===== config.mk =====
export PLATFORM = sky130hd
export DESIGN_NAME = dlxBranchCore
export DESIGN_NICKNAME = d
export VERILOG_FILES = /design/src/hw/dlxPkg.sv /design/src/hw/dlxBranchCore.sv /design/src/hw/jumpBranch.sv /design/src/hw/programCounter.sv /design/src/hw/registerFile.sv
export SDC_FILE = /design/constraint.sdc
export NUM_CORES = 2
export LEC_CHECK = 0
export BUFFER_PORTS_ARGS = -buffer_cell sky130_fd_sc_hd__buf_2
export CAP_MARGIN = 25
export CORE_MARGIN = 2
export CORE_UTILIZATION = 54
export CTS_CLUSTER_SIZE = 28
export DETAILED_ROUTE_END_ITERATION = 8
export GPL_TIMING_DRIVEN = 1
export HOLD_SLACK_MARGIN = 0.06
export MAX_ROUTING_LAYER = met4
export PLACE_DENSITY = 0.7
export SYNTH_ARGS = -nofsm -noshare
export SYNTH_HDL_FRONTEND = slang
export SYNTH_SLANG_ARGS = --single-unit

===== constraint.sdc =====
create_clock -name clk -period 8.9 [get_ports clk]
set_input_delay 2.67 -clock clk [delete_from_list [all_inputs] [get_ports clk]]
set_output_delay 2.67 -clock clk [all_outputs]
set_load 0.005 [all_outputs]

===== src/hw/dlxPkg.sv =====
`default_nettype none

package dlxPkg;

	// Instruction, address and register value
	typedef logic [31:0] word_t;

	// Register index, rs field or write address
	typedef logic [4:0] regAddr_t;

	// Control-transfer opcodes, bits 31:26 of the instruction
	typedef enum logic [5:0] {
		OP_J    = 6'h02, // PC+4 + name
		OP_JAL  = 6'h03, // Same target, link to r31
		OP_BEQZ = 6'h04, // Taken when rs1 is zero
		OP_BNEZ = 6'h05, // Taken when rs1 is nonzero
		OP_JR   = 6'h12  // PC from rs1
	} opcode_e;

	// Fetch address after reset
	localparam word_t RESET_PC = 32'h0000_0000;

	// Link register written by jal
	localparam regAddr_t LINK_REG = 5'd31;

endpackage : dlxPkg

`default_nettype wire


===== src/hw/dlxBranchCore.sv =====
`timescale 1ns/1ps
`default_nettype none

module dlxBranchCore
	import dlxPkg::*;
(
	input  logic     clk,
	input  logic     rst,
	input  logic     fetchEn,     // Fetch enable level
	input  word_t    instruction, // Word at the current pc
	input  logic     regWe,       // Operand preload port
	input  regAddr_t regWaddr,
	input  word_t    regWdata,
	output word_t    pc,
	output logic     takeBranch
);

	// PC path
	word_t pcPlusFour;
	word_t targetPc;

	// Operand read
	word_t rs1;

	// Link write from jal
	logic  linkWe;
	word_t linkData;

	programCounter programCounter_i (
		.clk        (clk),
		.rst        (rst),
		.fetchEn    (fetchEn),
		.takeBranch (takeBranch),
		.targetPc   (targetPc),
		.pc         (pc),
		.pcPlusFour (pcPlusFour)
	);

	// rs field decoded inside the file
	registerFile registerFile_i (
		.clk         (clk),
		.rst         (rst),
		.instruction (instruction),
		.regWe       (regWe),
		.regWaddr    (regWaddr),
		.regWdata    (regWdata),
		.linkWe      (linkWe),
		.linkData    (linkData),
		.rs1         (rs1)
	);

	// Combinational, same cycle as instruction and rs1
	jumpBranch jumpBranch_i (
		.instruction (instruction),
		.pcPlusFour  (pcPlusFour),
		.rs1         (rs1),
		.fetchEn     (fetchEn),
		.targetPc    (targetPc),
		.takeBranch  (takeBranch),
		.linkWe      (linkWe),
		.linkData    (linkData)
	);

endmodule : dlxBranchCore

`default_nettype wire


===== src/hw/jumpBranch.sv =====
`timescale 1ns/1ps
`default_nettype none

module jumpBranch
	import dlxPkg::*;
(
	input  word_t instruction,
	input  word_t pcPlusFour,  // Base for relative targets
	input  word_t rs1,         // Condition and jr target
	input  logic  fetchEn,
	output word_t targetPc,
	output logic  takeBranch,
	output logic  linkWe,      // Write to r31 this cycle
	output word_t linkData     // Return address for jal
);

	opcode_e opcode;

	// Offset fields
	logic [25:0] name;
	logic [15:0] immi;
	word_t       signExtendedName;
	word_t       signExtendedImmediate;

	// Relative targets
	word_t jumpTarget;
	word_t branchTarget;

	logic rsIsZero;
	logic isJal;

	// Opcode field taken as the enum, unlisted codes fall to default
	assign opcode = opcode_e'(instruction[31:26]);

	assign name = instruction[25:0]; // J-type
	assign immi = instruction[15:0]; // I-type

	// Full-width sign extension of both fields
	assign signExtendedName      = {{6{name[25]}}, name};
	assign signExtendedImmediate = {{16{immi[15]}}, immi};

	assign jumpTarget   = pcPlusFour + signExtendedName;
	assign branchTarget = pcPlusFour + signExtendedImmediate;

	assign rsIsZero = (rs1 == 32'h0);

	// Target and taken flag
	always_comb begin
		targetPc   = pcPlusFour; // Fall-through default
		takeBranch = 1'b0;
		isJal      = 1'b0;
		case (opcode)
			OP_J: begin
				targetPc   = jumpTarget;
				takeBranch = 1'b1;
			end
			OP_JAL: begin
				targetPc   = jumpTarget;
				takeBranch = 1'b1;
				isJal      = 1'b1;
			end
			OP_JR: begin
				targetPc   = rs1; // Absolute from register
				takeBranch = 1'b1;
			end
			OP_BEQZ: begin
				if (rsIsZero) begin
					targetPc   = branchTarget;
					takeBranch = 1'b1;
				end
			end
			OP_BNEZ: begin
				if (!rsIsZero) begin
					targetPc   = branchTarget;
					takeBranch = 1'b1;
				end
			end
			default: begin
				targetPc   = pcPlusFour; // Non-branch opcode
				takeBranch = 1'b0;
			end
		endcase
	end

	// Link only when the jal is actually fetched
	assign linkWe = isJal && fetchEn;

	// Return address skips the delay slot, PC+8
	assign linkData = pcPlusFour + 32'd4;

endmodule : jumpBranch

`default_nettype wire


===== src/hw/programCounter.sv =====
`timescale 1ns/1ps
`default_nettype none

module programCounter
	import dlxPkg::*;
(
	input  logic  clk,
	input  logic  rst,
	input  logic  fetchEn,    // Advance only while high
	input  logic  takeBranch, // Load targetPc instead of PC+4
	input  word_t targetPc,
	output word_t pc,
	output word_t pcPlusFour  // Branch base and fall-through
);

	word_t nextPc;

	// Sequential fetch address
	assign pcPlusFour = pc + 32'd4;

	// Branch target or next word
	always_comb begin
		if (takeBranch) begin
			nextPc = targetPc;
		end else begin
			nextPc = pcPlusFour;
		end
	end

	always_ff @(posedge clk) begin
		if (rst) begin
			pc <= RESET_PC;
		end else if (fetchEn) begin
			pc <= nextPc; // One cycle per fetch
		end
		// Hold otherwise
	end

endmodule : programCounter

`default_nettype wire


===== src/hw/registerFile.sv =====
`timescale 1ns/1ps
`default_nettype none

module registerFile
	import dlxPkg::*;
(
	input  logic     clk,
	input  logic     rst,
	input  word_t    instruction, // rs field selects the read
	input  logic     regWe,       // External write port
	input  regAddr_t regWaddr,
	input  word_t    regWdata,
	input  logic     linkWe,      // Link write from jal
	input  word_t    linkData,
	output word_t    rs1
);

	word_t    regs [32]; // r0 slot never written
	regAddr_t rsAddr;

	// Merged write port
	logic     wrEn;
	regAddr_t wrAddr;
	word_t    wrData;

	assign rsAddr = instruction[25:21]; // rs field

	// Link write wins over a coincident external write
	always_comb begin
		if (linkWe) begin
			wrEn   = 1'b1;
			wrAddr = LINK_REG;
			wrData = linkData;
		end else begin
			wrEn   = regWe;
			wrAddr = regWaddr;
			wrData = regWdata;
		end
	end

	always_ff @(posedge clk) begin
		if (rst) begin
			for (int i = 0; i < 32; i++) begin
				regs[i] <= '0; // File comes up cleared
			end
		end else if (wrEn && (wrAddr != 5'd0)) begin
			regs[wrAddr] <= wrData; // Writes to r0 dropped
		end
	end

	// Asynchronous read, r0 hardwired to zero
	always_comb begin
		if (rsAddr == 5'd0) begin
			rs1 = '0;
		end else begin
			rs1 = regs[rsAddr];
		end
	end

endmodule : registerFile

`default_nettype wire


* Word-level counts from Yosys, hierarchy flattened
Memories as Yosys holds them, arrays and structs flattened.
Index checks and enable logic that the tools add are counted.
** Cells by class
- Add/sub/neg operators :: 4
- Eq/ne operators :: 5
- Multiplexer cells :: 20
- Reductions and logical operators :: 8
** Operators with widths (count)
- $mux 32 :: 6
- $pmux 32 s4 :: 1
- $add 32x3->32 const B :: 2
- $add 32x32->32 :: 2
- $logic_not 32->1 :: 1
- $reduce_or 32->1 :: 1
- $eq 6x2->1 const B :: 2
- $eq 6x3->1 const B :: 2
- $mux 1 :: 10
- $mux 5 :: 2
- $eq 6x5->1 const B :: 1
- $logic_not 5->1 :: 1
- $reduce_bool 5->1 :: 1
- $pmux 1 s3 :: 1
- $reduce_or 3->1 :: 1
- $logic_and 1x1->1 :: 2
- $reduce_or 2->1 :: 1
** Word-level totals
- Bits in registers :: 32
- Bits in writable memories :: 1024
- Logic and storage cells :: 39
- Memories :: 1
** Memories
- registerFile_i.regs :: depth 32, width 32, rd ports 1, clocked after memory_dff 0, wr ports 32, line registerFile.sv:18 : word_t regs [32];

* Depth between registers and ports, before layout
- Depth after elaboration :: 11
- Mapped depth :: 20
- Depth with buffers taken out :: 17

* Modules after synthesis
Synthesis repeated with hierarchy kept, for this count alone.
** Second synthesis, totals
- Cell total of the unflattened synthesis :: 3933
- Area, all modules :: 50816.2 um^2
** Modules (own cells, without submodules)
- registerFile :: times used 1, cells an instance 2990, area an instance 44201.1 um^2
- jumpBranch :: times used 1, cells an instance 595, area an instance 4027.6 um^2
- programCounter :: times used 1, cells an instance 348, area an instance 2587.5 um^2

* Least setup slack after synthesis
No wires, ideal clock.
- Kind :: input to output
- Start point :: input port instruction[23]
- End point :: output port takeBranch
- Arrival time :: 5.481 ns
- Slack :: 0.749 ns
- Cell stages on the path :: 13
- Buffers on the path :: 4
- Cell sequence :: buf_2 -> clkbuf_1 -> buf_1 -> mux4_2 -> a22o_1 -> a2111o_1 -> nand3_1 -> nand4_1 -> nor4_4 -> a21oi_2 -> nor2_4 -> buf_2 -> nand2_1
** Between the ends
- Word-level cells in the longest chain between the ends :: 5
- Elaborated cells between the ends (all ways) :: 7
- Those cells by class :: mux (4); reduce/logical (2); memory (1)
** Ends and longest elaborated chain
- start, declared :: line dlxBranchCore.sv:10 : input word_t instruction,
- $mem_v2 32x32 / $logic_not 5->1 (equally long branches)
- $mux 32 (*) :: line registerFile.sv:53 : if (rsAddr == 5'd0) begin
- $logic_not 32->1 (*) :: line jumpBranch.sv:45 : assign rsIsZero = (rs1 == 32'h0);
- $mux 1 (on tied branches) :: line jumpBranch.sv:73, jumpBranch.sv:67
- $pmux 1 s3 (*) :: line jumpBranch.sv:52 : case (opcode)
- end, declared :: line dlxBranchCore.sv:15 : output logic takeBranch
Mark *: on every way between the ends. The rest lies on a longest branch, timed or not.

* Worst setup path after layout
- Start point :: input port instruction[21]
- End point :: output port takeBranch
Same word-level chain as after synthesis.

==> metrics.txt <==
maximum VDD drop 171 uV; Post-CTS Hold Buffers 0; CP max-delay cell mux4_2; r2r setup slk around 3.5 ns; worst setup margin 0.0538 ns; Final min period a little under 9 ns; synth unique cells 72; Area contributors post-synth edfxtp_1, mux4_2, nor2_1; initial antenna violation count 4; core area 91,800 um^2; cts bufs inserted about 110; # fillers around 6,900; Syn Area/Cell 12.9 um^2; worst rel slew slack 0.272; 1st-iter DRT viols 5,494; synth warn 0; Layout Cells excl Fill 5,335; Post-synth EDFFs ~1,000; clock buffer depth 3; hold path startpoint programCounter_i.pc[29]; Ports 106; CTS tree built; nature of the critical path endpoint output pin; Power Density 202 nW/um^2; hold endpoint programCounter_i.pc[29]; Detail Route Antenna Nets 0; design area 56,800 um^2; Worst path most repeated cell buf_12; simple-gate share of the synthesized area 0.133; Post-Synth Adder-Cell Area 0.0139; dpl cells ~5,100; Final Hold Vio Count 0; Avg WL per Cell 30.1 um; Worst-Margin Slew 1.09 ns; WP data required 6.23 ns; Final Util 0.619; area delta synth->final 13.5%; gpl congestion 0.981; die height 309 um; fmax around 110 MHz; FP Rows between 100 and 150; Worst R2R End programCounter_i.pc[20]; Hold WS 0.539 ns; Worst Setup SP instruction[21]; Synth Area in Compound Gates 0.0650; Vias per Instance 6.65; leading area contributor after synthesis edfxtp_1; Hold Path Cell Cnt 2; main combinational cell family by area after synthesis simple AND/OR/NAND/NOR gates; effective utilization at floorplan 0.546; root buf cell clkbuf_16; Seq/Total Area, Yosys 0.627; Final HPWL DP between 100 and 150 mm; static leakage 20.8 nW; die area 95,200 um^2; global-route wire length before repair 231 mm; clk slew on worst S/H paths roughly 0.060 ns; GRT overflow 0; Max Fanout on Critical Path 18; synthesized cell area 50,100 um^2; DRC 0; layout cells sized above 1 0.185; CTS Sinks 1,056; async set-or-reset flop fraction in the synthesized netlist 0; CP cell instances buf_8 > buf_12 > buf_12 > mux4_2 > a22o_1 > a211oi_1 > or3_1 > nand4_1 > nor4_2 > buf_4 > and3_1 > nor2_4 > nand2_1 > buf_2; final setup skew between 0.04 and 0.05 ns; Seq cells post-synth 1,056; PortBufs roughly 110; hold crit path type flop to flop; xor/xnor share of the synthesized area 0.0156; Critical Path Max Stage Delay 0.51 ns; outcome finished, final reports clean; Main synth FF type edfxtp_1; Placed Area 53,200 um^2; mux cell area share after synthesis 0.114; Yosys top cell area share 0.614; Mapped Cells 3,872; Pins Over Slew Limit 0; TNS Setup 0 ns; area of the multi-input gates 17,600 um^2; Clock Latency Late Sink 0.72 ns; Max-Cap Viols 0; Setup violations, final 0; Tot Pwr 11.5 mW; Die Wd 309 um; total number of vias about 35,000; vias in the first global route between 30,000 and 40,000; crit path kind primary input to output pin; Storage cell area 31,400 um^2; final worst-path cycle share 0.994; WL final 161 mm; H-Tree Depth 3; largest net degree at the start of global routing 60; Final nets 4,125; CP Launch Type primary input; first-pass detailed-route iteration total 6; WP data arrival about 6 ns; FF-to-FF path depth 14; GRT Total Usage 0.347; r2r startpoint programCounter_i.pc[2]; Setup WS pre-CTS around 0.14 ns; RSZ-0062 raised after global routing no
==> cells in the final DEF (no fill, tap or decap), types with 22 or more instances in the layout <==
cell type,Yosys,final
a2111oi_0,29,26
a22o_1,61,61
nand2_1,136,136
mux2i_1,136,132
clkbuf_1,288,26
nand4_1,30,30
clkbuf_16,0,110
mux4_2,192,192
o22ai_1,36,36
a211oi_1,50,50
o221ai_1,31,31
nor2_1,974,972
and3_1,129,129
a21oi_1,78,59
buf_2,22,101
edfxtp_1,1024,1024
nand2b_2,0,31
clkinv_1,0,22
o21ai_0,62,62
xor2_1,27,27
nand3_1,61,60
buf_12,0,30
buf_4,6,191
conb_1,1,32
ha_1,54,54
xnor2_1,62,62
a21o_1,24,24
dfxtp_1,32,32
or3_1,38,37
inv_1,29,29
==> per-layer routing <==
metal,GRT usage,up-vias,wire (um),share of wire
li1,-,14700,-,-
met1,0.458,17500,58100,0.36
met2,0.527,2815,74500,0.46
met3,0.0774,432,21200,0.13
met4,0.141,0,6820,0.042
met5,-,-,0,0
==> cells in the mapped netlist (11+ instances only) <==
cell,n
ha_1,54
a22o_1,61
nor2b_1,11
buf_6,20
inv_1,29
nor2_1,974
clkbuf_1,288
nand2_1,136
a2111oi_0,29
dfxtp_1,32
o21ai_0,62
a31oi_1,19
mux4_2,192
xor2_1,27
and2_1,15
edfxtp_1,1024
nand3_1,61
a21oi_1,78
or3_1,38
xnor2_1,62
a21o_1,24
a211oi_1,50
mux2i_1,136
o22ai_1,36
nand4_1,30
and3_1,129
nand2b_1,37
o221ai_1,31
nor3_1,21
a311oi_1,12
buf_2,22
==> timing repair <==
item / CTS / global route
endpoints found under the hold margin: 0 / 0
buffers inserted: 0 / 0
resized for setup: 0 / 4
setup endpoints to repair: 0 / 1
==> logic make-up (layout without fill, tap and decap cells) <==
group,Yosys count,count (layout)
simple gates,1504,1504
flops,1056,1056
compound gates,460,460
buf+inv,377,562
mux,330,330
xor+xnor,89,89
fa+ha+maj,55,55
other cells,1,36
==> sequential cells by signal (all words and copies together) (netlist names) <==
signal               cells
programCounter_i.pc     32
registerFile_i.regs   1024
==> area by class of cell <==
| cell class | count | area share |
|---|---|---|
| antenna | 4 | 0.000176 |
| clock buffer | 136 | 0.0501 |
| clock inverter | 66 | 0.0110 |
| inverter | 29 | 0.00191 |
| multi-input combinational | 2470 | 0.309 |
| sequential | 1056 | 0.552 |
| tap | 1243 | 0.0274 |
| timing repair buffer | 331 | 0.0480 |
==> how the worst max path moves through the flow <==
stage | endpoint | slack, ns
after floorplan | takeBranch | 0.75
after global placement | takeBranch | 0.12
after detailed placement | takeBranch | 0.14
after CTS | takeBranch | 0.15
after global routing | takeBranch | 0.0006
final | takeBranch | 0.05
==> critical path, delay by kind of cell <==
kind	cells	cell delay [ns]
AOI/OAI and AO/OA	2	0.73
buffers and inverters	5	0.97
muxes	1	0.51
and+or+nand+nor	6	1.22
==> power by group <==
part	leakage (nW)	internal, mW	switching, mW
combinational	8.57	0.439	0.761
sequential	10.5	5.66	0.0811
clock	1.69	2.53	1.98
Power figures use the tool's default switching activity.
